==> config.mk <==
export PLATFORM = sky130hd
export DESIGN_NAME = uart_bridge_top
export DESIGN_NICKNAME = d
export VERILOG_FILES = /design/src/rtl/uart_bridge_pkg.sv /design/src/rtl/uart_link_if.sv /design/src/rtl/uart_apb_regs.sv /design/src/rtl/uart_bridge_top.sv /design/src/rtl/uart_cmd_seq.sv /design/src/rtl/uart_frame_rx.sv /design/src/rtl/uart_frame_tx.sv
export SDC_FILE = /design/constraint.sdc
export NUM_CORES = 1
export LEC_CHECK = 0
export BUFFER_PORTS_ARGS = -buffer_cell sky130_fd_sc_hd__buf_2
export CAP_MARGIN = 20
export CORE_UTILIZATION = 25
export DETAILED_ROUTE_END_ITERATION = 6
export HOLD_SLACK_MARGIN = 0.08
export PLACE_DENSITY = 0.52
export SLEW_MARGIN = 15
export SYNTH_ARGS = -nofsm -noshare
export SYNTH_HDL_FRONTEND = slang
export SYNTH_SLANG_ARGS = --single-unit
==> constraint.sdc <==
create_clock -name clk -period 5.65 [get_ports clk]
set_input_delay 1.13 -clock clk [delete_from_list [all_inputs] [get_ports clk]]
set_output_delay 1.13 -clock clk [all_outputs]
set_load 0.01 [all_outputs]
==> src/rtl/uart_bridge_pkg.sv <==
package uart_bridge_pkg;

  // ############################################################
  // command and frame widths
  // ############################################################
  localparam int CMD_WIDTH  = 16;
  localparam int BYTE_WIDTH = 8;
  localparam int ADDR_BITS  = 7;
  localparam int WRITE_BIT  = 15;  // 1 = write, 0 = read

  // ############################################################
  // apb register map and status bits
  // ############################################################
  localparam logic [3:0] REG_CMD    = 4'h0;
  localparam logic [3:0] REG_STATUS = 4'h4;
  localparam logic [3:0] REG_RDATA  = 4'h8;

  localparam int ST_BUSY = 0;
  localparam int ST_DONE = 1;
  localparam int ST_PERR = 2;
  localparam int ST_TMO  = 3;

  // command sequencer states
  typedef enum logic [2:0] {
    SEQ_IDLE,
    SEQ_SEND_HI,
    SEQ_GAP,
    SEQ_SEND_LO,
    SEQ_WAIT_RESP,
    SEQ_FINISH
  } seq_state_t;

endpackage

==> src/rtl/uart_link_if.sv <==
`timescale 1ns/1ps

interface uart_link_if
  import uart_bridge_pkg::*;
();

  // transmit side
  logic                  tx_start;  // accepted only while tx_busy is low
  logic [BYTE_WIDTH-1:0] tx_byte;
  logic                  tx_busy;

  // receive side
  logic                  rx_arm;
  logic                  rx_valid;  // single cycle pulse at mid stop bit
  logic [BYTE_WIDTH-1:0] rx_byte;
  logic                  rx_perr;

  modport seq (
    output tx_start, tx_byte, rx_arm,
    input  tx_busy, rx_valid, rx_byte, rx_perr
  );

  modport tx (
    input  tx_start, tx_byte,
    output tx_busy
  );

  modport rx (
    input  rx_arm,
    output rx_valid, rx_byte, rx_perr
  );

endinterface

==> src/rtl/uart_apb_regs.sv <==
`timescale 1ns/1ps

module uart_apb_regs
  import uart_bridge_pkg::*;
(
  input  logic                  clk,
  input  logic                  rst_n,
  input  logic                  psel,
  input  logic                  penable,
  input  logic                  pwrite,
  input  logic [3:0]            paddr,
  input  logic [31:0]           pwdata,
  output logic [31:0]           prdata,
  output logic                  pready,
  output logic                  pslverr,
  output logic                  cmd_start,
  output logic [CMD_WIDTH-1:0]  cmd_word,
  input  logic                  seq_busy,
  input  logic                  seq_done,
  input  logic [BYTE_WIDTH-1:0] resp_byte,
  input  logic                  resp_perr,
  input  logic                  resp_tmo
);

  logic                  access;
  logic                  addr_ok;
  logic                  busy;
  logic                  wr_cmd;
  logic                  wr_cmd_ok;
  logic                  done_q;
  logic                  perr_q;
  logic                  tmo_q;
  logic [BYTE_WIDTH-1:0] rdata_q;
  logic [31:0]           status;

  assign access  = psel & penable;
  assign addr_ok = (paddr == REG_CMD) || (paddr == REG_STATUS) || (paddr == REG_RDATA);
  assign busy    = seq_busy | cmd_start;  // covers the cycle before the sequencer leaves idle

  assign wr_cmd    = access & pwrite & (paddr == REG_CMD);
  assign wr_cmd_ok = wr_cmd & ~busy;

  assign pready  = 1'b1;
  assign pslverr = access & (~addr_ok | (wr_cmd & busy));

  always_comb
  begin
    status          = '0;
    status[ST_BUSY] = busy;
    status[ST_DONE] = done_q;
    status[ST_PERR] = perr_q;
    status[ST_TMO]  = tmo_q;
  end

  always_comb
  begin
    case (paddr)
      REG_CMD:    prdata = {{(32-CMD_WIDTH){1'b0}}, cmd_word};
      REG_STATUS: prdata = status;
      REG_RDATA:  prdata = {{(32-BYTE_WIDTH){1'b0}}, rdata_q};
      default:    prdata = '0;
    endcase
  end

  // ############################################################
  // start pulse and sticky status
  // ############################################################
  always_ff @(posedge clk or negedge rst_n)
  begin
    if (!rst_n)
    begin
      cmd_start <= 1'b0;
      done_q    <= 1'b0;
      perr_q    <= 1'b0;
      tmo_q     <= 1'b0;
    end
    else
    begin
      cmd_start <= wr_cmd_ok;
      if (wr_cmd_ok)
      begin
        done_q <= 1'b0;  // new command clears old results
        perr_q <= 1'b0;
        tmo_q  <= 1'b0;
      end
      else if (seq_done)
      begin
        done_q <= 1'b1;
        perr_q <= resp_perr;
        tmo_q  <= resp_tmo;
      end
    end
  end

  always_ff @(posedge clk)
  begin
    if (wr_cmd_ok)
      cmd_word <= pwdata[CMD_WIDTH-1:0];
    if (seq_done)
      rdata_q <= resp_byte;  // a write leaves the byte unchanged
  end

endmodule

==> src/rtl/uart_bridge_top.sv <==
`timescale 1ns/1ps

module uart_bridge_top
  import uart_bridge_pkg::*;
#(
  parameter int CLKS_PER_BIT = 434,
  parameter int GAP_CYCLES   = 100,
  parameter int RESP_TIMEOUT = 8000
) (
  input  logic        clk,
  input  logic        rst_n,
  input  logic        psel,
  input  logic        penable,
  input  logic        pwrite,
  input  logic [3:0]  paddr,
  input  logic [31:0] pwdata,
  output logic [31:0] prdata,
  output logic        pready,
  output logic        pslverr,
  output logic        txd,
  input  logic        rxd
);

  logic                  cmd_start;
  logic [CMD_WIDTH-1:0]  cmd_word;
  logic                  seq_busy;
  logic                  seq_done;
  logic [BYTE_WIDTH-1:0] resp_byte;
  logic                  resp_perr;
  logic                  resp_tmo;

  uart_link_if link ();

  uart_apb_regs uart_apb_regs_inst (
    .clk       (clk),
    .rst_n     (rst_n),
    .psel      (psel),
    .penable   (penable),
    .pwrite    (pwrite),
    .paddr     (paddr),
    .pwdata    (pwdata),
    .prdata    (prdata),
    .pready    (pready),
    .pslverr   (pslverr),
    .cmd_start (cmd_start),
    .cmd_word  (cmd_word),
    .seq_busy  (seq_busy),
    .seq_done  (seq_done),
    .resp_byte (resp_byte),
    .resp_perr (resp_perr),
    .resp_tmo  (resp_tmo)
  );

  uart_cmd_seq #(
    .GAP_CYCLES   (GAP_CYCLES),
    .RESP_TIMEOUT (RESP_TIMEOUT)
  ) uart_cmd_seq_inst (
    .clk       (clk),
    .rst_n     (rst_n),
    .cmd_start (cmd_start),
    .cmd_word  (cmd_word),
    .seq_busy  (seq_busy),
    .seq_done  (seq_done),
    .resp_byte (resp_byte),
    .resp_perr (resp_perr),
    .resp_tmo  (resp_tmo),
    .link      (link.seq)
  );

  uart_frame_tx #(
    .CLKS_PER_BIT (CLKS_PER_BIT)
  ) uart_frame_tx_inst (
    .clk   (clk),
    .rst_n (rst_n),
    .link  (link.tx),
    .txd   (txd)
  );

  uart_frame_rx #(
    .CLKS_PER_BIT (CLKS_PER_BIT)
  ) uart_frame_rx_inst (
    .clk   (clk),
    .rst_n (rst_n),
    .link  (link.rx),
    .rxd   (rxd)
  );

endmodule

==> src/rtl/uart_cmd_seq.sv <==
`timescale 1ns/1ps

module uart_cmd_seq
  import uart_bridge_pkg::*;
#(
  parameter int GAP_CYCLES   = 100,
  parameter int RESP_TIMEOUT = 8000
) (
  input  logic                  clk,
  input  logic                  rst_n,
  input  logic                  cmd_start,
  input  logic [CMD_WIDTH-1:0]  cmd_word,
  output logic                  seq_busy,
  output logic                  seq_done,
  output logic [BYTE_WIDTH-1:0] resp_byte,
  output logic                  resp_perr,
  output logic                  resp_tmo,
  uart_link_if.seq              link
);

  localparam int CNT_MAX = (GAP_CYCLES > RESP_TIMEOUT) ? GAP_CYCLES : RESP_TIMEOUT;
  localparam int CNT_W   = $clog2(CNT_MAX + 1);

  localparam logic [CNT_W-1:0] GAP_LOAD = CNT_W'(GAP_CYCLES - 1);
  localparam logic [CNT_W-1:0] TMO_LOAD = CNT_W'(RESP_TIMEOUT - 1);

  seq_state_t            state;
  logic [CMD_WIDTH-1:0]  cmd_q;
  logic [CNT_W-1:0]      cnt;  // shared by gap and response timeout
  logic                  tx_start_q;
  logic [BYTE_WIDTH-1:0] tx_byte_q;
  logic                  rx_arm_q;

  assign seq_busy      = (state != SEQ_IDLE);
  assign seq_done      = (state == SEQ_FINISH);
  assign link.tx_start = tx_start_q;
  assign link.tx_byte  = tx_byte_q;
  assign link.rx_arm   = rx_arm_q;

  always_ff @(posedge clk or negedge rst_n)
  begin
    if (!rst_n)
    begin
      state      <= SEQ_IDLE;
      cnt        <= '0;
      tx_start_q <= 1'b0;
      rx_arm_q   <= 1'b0;
      resp_perr  <= 1'b0;
      resp_tmo   <= 1'b0;
    end
    else
    begin
      tx_start_q <= 1'b0;
      case (state)
        SEQ_IDLE:
        begin
          if (cmd_start)
          begin
            tx_start_q <= 1'b1;
            resp_perr  <= 1'b0;
            resp_tmo   <= 1'b0;
            state      <= SEQ_SEND_HI;
          end
        end
        SEQ_SEND_HI, SEQ_SEND_LO:
        begin
          // tx_busy is still low while the start pulse is out
          if (!tx_start_q && !link.tx_busy)
          begin
            cnt   <= GAP_LOAD;
            state <= (state == SEQ_SEND_HI) ? SEQ_GAP : SEQ_FINISH;
          end
        end
        SEQ_GAP:
        begin
          if (cnt != '0)
            cnt <= cnt - 1'b1;
          else if (cmd_q[WRITE_BIT])
          begin
            tx_start_q <= 1'b1;
            state      <= SEQ_SEND_LO;
          end
          else
          begin
            rx_arm_q <= 1'b1;
            cnt      <= TMO_LOAD;
            state    <= SEQ_WAIT_RESP;
          end
        end
        SEQ_WAIT_RESP:
        begin
          if (link.rx_valid)
          begin
            resp_perr <= link.rx_perr;
            rx_arm_q  <= 1'b0;
            state     <= SEQ_FINISH;
          end
          else if (cnt == '0)
          begin
            resp_tmo <= 1'b1;  // no response
            rx_arm_q <= 1'b0;
            state    <= SEQ_FINISH;
          end
          else
            cnt <= cnt - 1'b1;
        end
        default:
          state <= SEQ_IDLE;  // finish lasts one cycle
      endcase
    end
  end

  // ############################################################
  // command and payload latches
  // ############################################################
  always_ff @(posedge clk)
  begin
    if (state == SEQ_IDLE && cmd_start)
    begin
      cmd_q     <= cmd_word;
      tx_byte_q <= {cmd_word[WRITE_BIT], cmd_word[WRITE_BIT-1 -: ADDR_BITS]};
    end
    else if (state == SEQ_GAP && cnt == '0)
      tx_byte_q <= cmd_q[BYTE_WIDTH-1:0];  // low byte for a write
    if (state == SEQ_WAIT_RESP && link.rx_valid)
      resp_byte <= link.rx_byte;
  end

endmodule

==> src/rtl/uart_frame_rx.sv <==
`timescale 1ns/1ps

module uart_frame_rx
  import uart_bridge_pkg::*;
#(
  parameter int CLKS_PER_BIT = 434
) (
  input  logic   clk,
  input  logic   rst_n,
  uart_link_if.rx link,
  input  logic   rxd
);

  localparam int BAUD_W = $clog2(CLKS_PER_BIT);

  localparam logic [BAUD_W-1:0] BAUD_MAX = BAUD_W'(CLKS_PER_BIT - 1);
  localparam logic [BAUD_W-1:0] HALF     = BAUD_W'(CLKS_PER_BIT / 2);
  localparam logic [3:0]        PAR_BIT  = 4'(BYTE_WIDTH + 1);
  localparam logic [3:0]        STOP_BIT = 4'(BYTE_WIDTH + 2);

  logic [1:0]            sync_q;
  logic                  rxd_s;
  logic                  rxd_d;
  logic                  fall;
  logic                  active;
  logic [BAUD_W-1:0]     baud_cnt;
  logic [3:0]            bit_idx;
  logic [BYTE_WIDTH-1:0] data_q;
  logic                  perr_q;
  logic                  valid_q;

  assign rxd_s = sync_q[1];
  assign fall  = rxd_d & ~rxd_s;

  assign link.rx_valid = valid_q;
  assign link.rx_byte  = data_q;
  assign link.rx_perr  = perr_q;

  always_ff @(posedge clk or negedge rst_n)
  begin
    if (!rst_n)
    begin
      sync_q   <= 2'b11;
      rxd_d    <= 1'b1;
      active   <= 1'b0;
      baud_cnt <= '0;
      bit_idx  <= '0;
      perr_q   <= 1'b0;
      valid_q  <= 1'b0;
    end
    else
    begin
      sync_q  <= {sync_q[0], rxd};
      rxd_d   <= rxd_s;
      valid_q <= 1'b0;
      if (!active)
      begin
        if (link.rx_arm && fall)
        begin
          active   <= 1'b1;
          baud_cnt <= '0;
          bit_idx  <= '0;
        end
      end
      else
      begin
        if (baud_cnt == BAUD_MAX)
        begin
          baud_cnt <= '0;
          bit_idx  <= bit_idx + 1'b1;
        end
        else
          baud_cnt <= baud_cnt + 1'b1;

        // mid-bit sample point
        if (baud_cnt == HALF)
        begin
          if (bit_idx == '0)
          begin
            if (rxd_s)
              active <= 1'b0;  // glitch, not a start bit
          end
          else if (bit_idx == PAR_BIT)
            perr_q <= (rxd_s != ~^data_q);
          else if (bit_idx == STOP_BIT)
          begin
            valid_q <= 1'b1;
            active  <= 1'b0;
          end
        end
      end
    end
  end

  always_ff @(posedge clk)
  begin
    if (active && baud_cnt == HALF && bit_idx != '0 && bit_idx < PAR_BIT)
      data_q <= {rxd_s, data_q[BYTE_WIDTH-1:1]};  // lsb first
  end

endmodule

==> src/rtl/uart_frame_tx.sv <==
`timescale 1ns/1ps

module uart_frame_tx
  import uart_bridge_pkg::*;
#(
  parameter int CLKS_PER_BIT = 434
) (
  input  logic   clk,
  input  logic   rst_n,
  uart_link_if.tx link,
  output logic   txd
);

  localparam int FRAME_BITS = BYTE_WIDTH + 3;  // start, data, parity, stop
  localparam int BAUD_W     = $clog2(CLKS_PER_BIT);

  localparam logic [BAUD_W-1:0] BAUD_MAX = BAUD_W'(CLKS_PER_BIT - 1);
  localparam logic [3:0]        LAST_BIT = 4'(FRAME_BITS - 1);

  logic                  busy;
  logic [BAUD_W-1:0]     baud_cnt;
  logic [3:0]            bit_idx;
  logic [FRAME_BITS-1:0] shreg;

  assign link.tx_busy = busy;
  assign txd          = busy ? shreg[0] : 1'b1;  // line idles high

  always_ff @(posedge clk or negedge rst_n)
  begin
    if (!rst_n)
    begin
      busy     <= 1'b0;
      baud_cnt <= '0;
      bit_idx  <= '0;
    end
    else if (!busy)
    begin
      if (link.tx_start)
      begin
        busy     <= 1'b1;
        baud_cnt <= '0;
        bit_idx  <= '0;
      end
    end
    else if (baud_cnt == BAUD_MAX)
    begin
      baud_cnt <= '0;
      if (bit_idx == LAST_BIT)
        busy <= 1'b0;  // end of stop bit
      else
        bit_idx <= bit_idx + 1'b1;
    end
    else
      baud_cnt <= baud_cnt + 1'b1;
  end

  always_ff @(posedge clk)
  begin
    if (!busy && link.tx_start)
      shreg <= {1'b1, ~^link.tx_byte, link.tx_byte, 1'b0};  // odd parity
    else if (busy && baud_cnt == BAUD_MAX)
      shreg <= {1'b1, shreg[FRAME_BITS-1:1]};
  end

endmodule

==> metrics.txt <==
outcome=complete, no violations; Num CTS Buffers=17; via count=approximately 4000; CTS Buffer Depth=2; clk slew on worst S/H paths=0.06 ns; sequential power share=around 43%; vias in the first global route=3717; Die Y=around 160 um; Setup CP Type=primary input to output port; DR vias/cell=about 4.4; most common cell after layout, fill and taps aside=edfxtp_1; Setup crit start=paddr[1]; initial drt markers=288; final setup vio count=0; final worst-path cycle share=64.8%; Clock power frac=between 40% and 50%; Post-Place Cell Area=~6400 sq um; Top FF cell, synth=edfxtp_1; num rows=55; area grow syn2layout=18.0%; port buffer count=43; Synth top area share=between 30% and 40%; Post-Route WL=11.5 mm; I/O Pins=77; ys async rst share=a little under half; first-pass GRT wire length=about 19 mm; number of antenna diodes=0; Gate power share=between 10% and 20%; Root Driver=clkbuf_16; internal power=~0.0019 W; WP data required=4.52 ns; synth top area cells=edfxtp_1 (33%), dfrtp_1 (23%), nand2_1 (3.5%); maximum VDD drop=between 0.2 and 0.25 mV; Post-DP HPWL=7.71 mm; unrepaired setup endpoints after global routing=no; Final Hold Fails=0; clk sinks=roughly 120; WL/cell=around 13 um; critical path launch point type=primary input; synthesized cell area=between 5000 and 6000 sq um; sw frac=between 20 and 30%; Worst Skew=0.00836 ns; die area=around 24000 sq um; Syn Area/Cell=11.1 sq um; final instance area=6990 sq um; most frequent cells in the layout=edfxtp_1 (66), nand2_1 (56), dfrtp_1 (54); initial antenna violation count=0; Tot GR Track Use=between 10% and 20%; Critical Path Sink Type=output port; core area=22900 sq um; pin count of the biggest net entering global routing=between 50 and 60; min-delay src=uart_frame_rx_inst.sync_q[0]; layout cell share with drive strength beyond 1=16.4%; DRC Markers=0; Layout Nets=631; setup TNS=0 ns; die width=around 160 um; Initial DRT Pass Iterations=4; Worst Hold Class=flip-flop to flip-flop; arrival time worst endpoint=around 2.5 ns; Synth Warn #=0; postcts setup bufs=0; post-CTS sizing=0; Slew Limit Fails=0; Net Sw Power=just under 0.0008 W; f_max=273 MHz; Netlist cell types=60; total congestion overflow=0; H-tree level count=4; Starting Density=25.9%; PwrDens=375 nW/um^2; crit path max fanout=8; Max-slew headroom=a little under a third; Final ANT Viol Nets=0; gpl congestion=just under 0.8; clock period minus worst slack=3.66 ns; post-synthesis cell count=533; Worst Tran Pin Value=1.04 ns; later-pin clock latency in the skew report=0.42 ns; number of synthesized flops with an enable pin=66; Post-CTS Hold Buffers=0; CTS tree=yes; Max Cap Viol=0; leakage=~2.8 nW; Seq cells post-synth=124; Synth area leader=edfxtp_1; post-synthesis sequential area ratio=about 58%; worst flop-to-flop path startpoint=uart_cmd_seq_inst.cnt[0]
layout make-up:
| class | count | area, sq um |
|---|---|---|
| Clock buffer | 17 | 425 |
| Timing Repair Buffer | 47 | 245 |
| Multi-Input combinational cell | 369 | 2280 |
| Tap cell | 313 | 392 |
| Fill cell | 2358 | 15900 |
| Sequential cell | 124 | 3430 |
| Clock inverter | 15 | 151 |
| Inverter | 18 | 67.6 |
state kept, by name (all words and copies together), names as in the netlist, 3 cells and up:
name,count
uart_apb_regs_inst.cmd_word,16
uart_cmd_seq_inst.cnt,13
uart_frame_tx_inst.shreg,10
uart_cmd_seq_inst.cmd_q,9
uart_frame_rx_inst.baud_cnt,9
uart_frame_tx_inst.baud_cnt,9
uart_apb_regs_inst.rdata_q,8
uart_cmd_seq_inst.link.tx_byte,8
uart_cmd_seq_inst.resp_byte,8
uart_frame_rx_inst.link.rx_byte,8
uart_frame_rx_inst.bit_idx,4
uart_frame_tx_inst.bit_idx,4
uart_cmd_seq_inst.state,3
final timing paths:
check | to | cells after the start | slack (ns)
min in group asynchronous | uart_frame_tx_inst.baud_cnt[3] | 2 | 0.87
min reg2reg | uart_frame_rx_inst.sync_q[1] | 0 | 0.35
max reg2reg | uart_cmd_seq_inst.link.tx_byte[4] | 6 | 3.08
max in group asynchronous | uart_apb_regs_inst.perr_q | 2 | 4.28
max | prdata[8] | 5 | 1.99
min | uart_frame_rx_inst.sync_q[1] | 0 | 0.35
metal layers:
| metal | share of wire (%) | track usage, % |
|---|---|---|
| met1 | 49 | 13.9 |
| met2 | 45 | 14.6 |
| met3 | 4.0 | 2.83 |
| met4 | 1.5 | 4.62 |
| met5 | 0 | 0 |
cells by family (layout without fill, tap and decap cells):
family | after synthesis | count (layout) | share of synthesized area [%]
simple gates | 192 | 192 | 16.9
compound gates | 116 | 116 | 12.8
flops | 124 | 124 | 57.9
mux | 12 | 12 | 2.03
other cells | 2 | 17 | 0.127
buf+inv | 55 | 97 | 4.77
xor+xnor | 20 | 20 | 2.95
fa+ha+maj | 12 | 12 | 2.53
synthesized netlist by cell type, types with 5 or more instances:
cell,n
nand2b_1,13
nor3_1,10
nor2_1,41
a21oi_1,22
and3_1,15
nand3_1,11
o31ai_1,7
nor4_1,5
o22a_1,5
inv_1,17
ha_1,12
a22o_1,9
dfrtp_1,54
clkbuf_1,17
nand3b_1,7
xnor2_1,17
buf_4,17
mux2i_1,12
a31oi_1,5
and2_1,10
nand2_1,56
o21ai_0,42
edfxtp_1,66
worst max-delay path, stage by stage:
cell,delay [ns]
buf_2,0.13
or3_1,0.47
nor2_1,0.42
and2_1,0.23
buf_2,0.14
stage by stage:
| step | total power [W] | std cells | hold WS, ns | worst slack, ns | util (%) |
|---|---|---|---|---|---|
| floorplan | 0.00148 | 548 | 0.345 | 2.08 | - |
| global placement | 0.00158 | 871 | 0.347 | 1.99 | 28.0 |
| detailed placement | 0.00158 | 871 | 0.347 | 1.95 | 28.0 |
| CTS | 0.00266 | 903 | 0.355 | 1.95 | 30.5 |
| global route | 0.00278 | 903 | 0.363 | 1.90 | 30.5 |
| finish | 0.00263 | 903 | 0.354 | 1.99 | 30.5 |
power groups by stage:
| stage | clock network, W | logic [W] | registers, W |
|---|---|---|---|
| after floorplan | 0 | 0.000389 | 0.00110 |
| after global placement | 0 | 0.000432 | 0.00115 |
| after detailed placement | 0 | 0.000433 | 0.00115 |
| after CTS | 0.00109 | 0.000436 | 0.00113 |
| after global routing | 0.00113 | 0.000496 | 0.00115 |
| final | 0.00106 | 0.000431 | 0.00113 |
No activity file was read; power rests on OpenSTA's default activity.
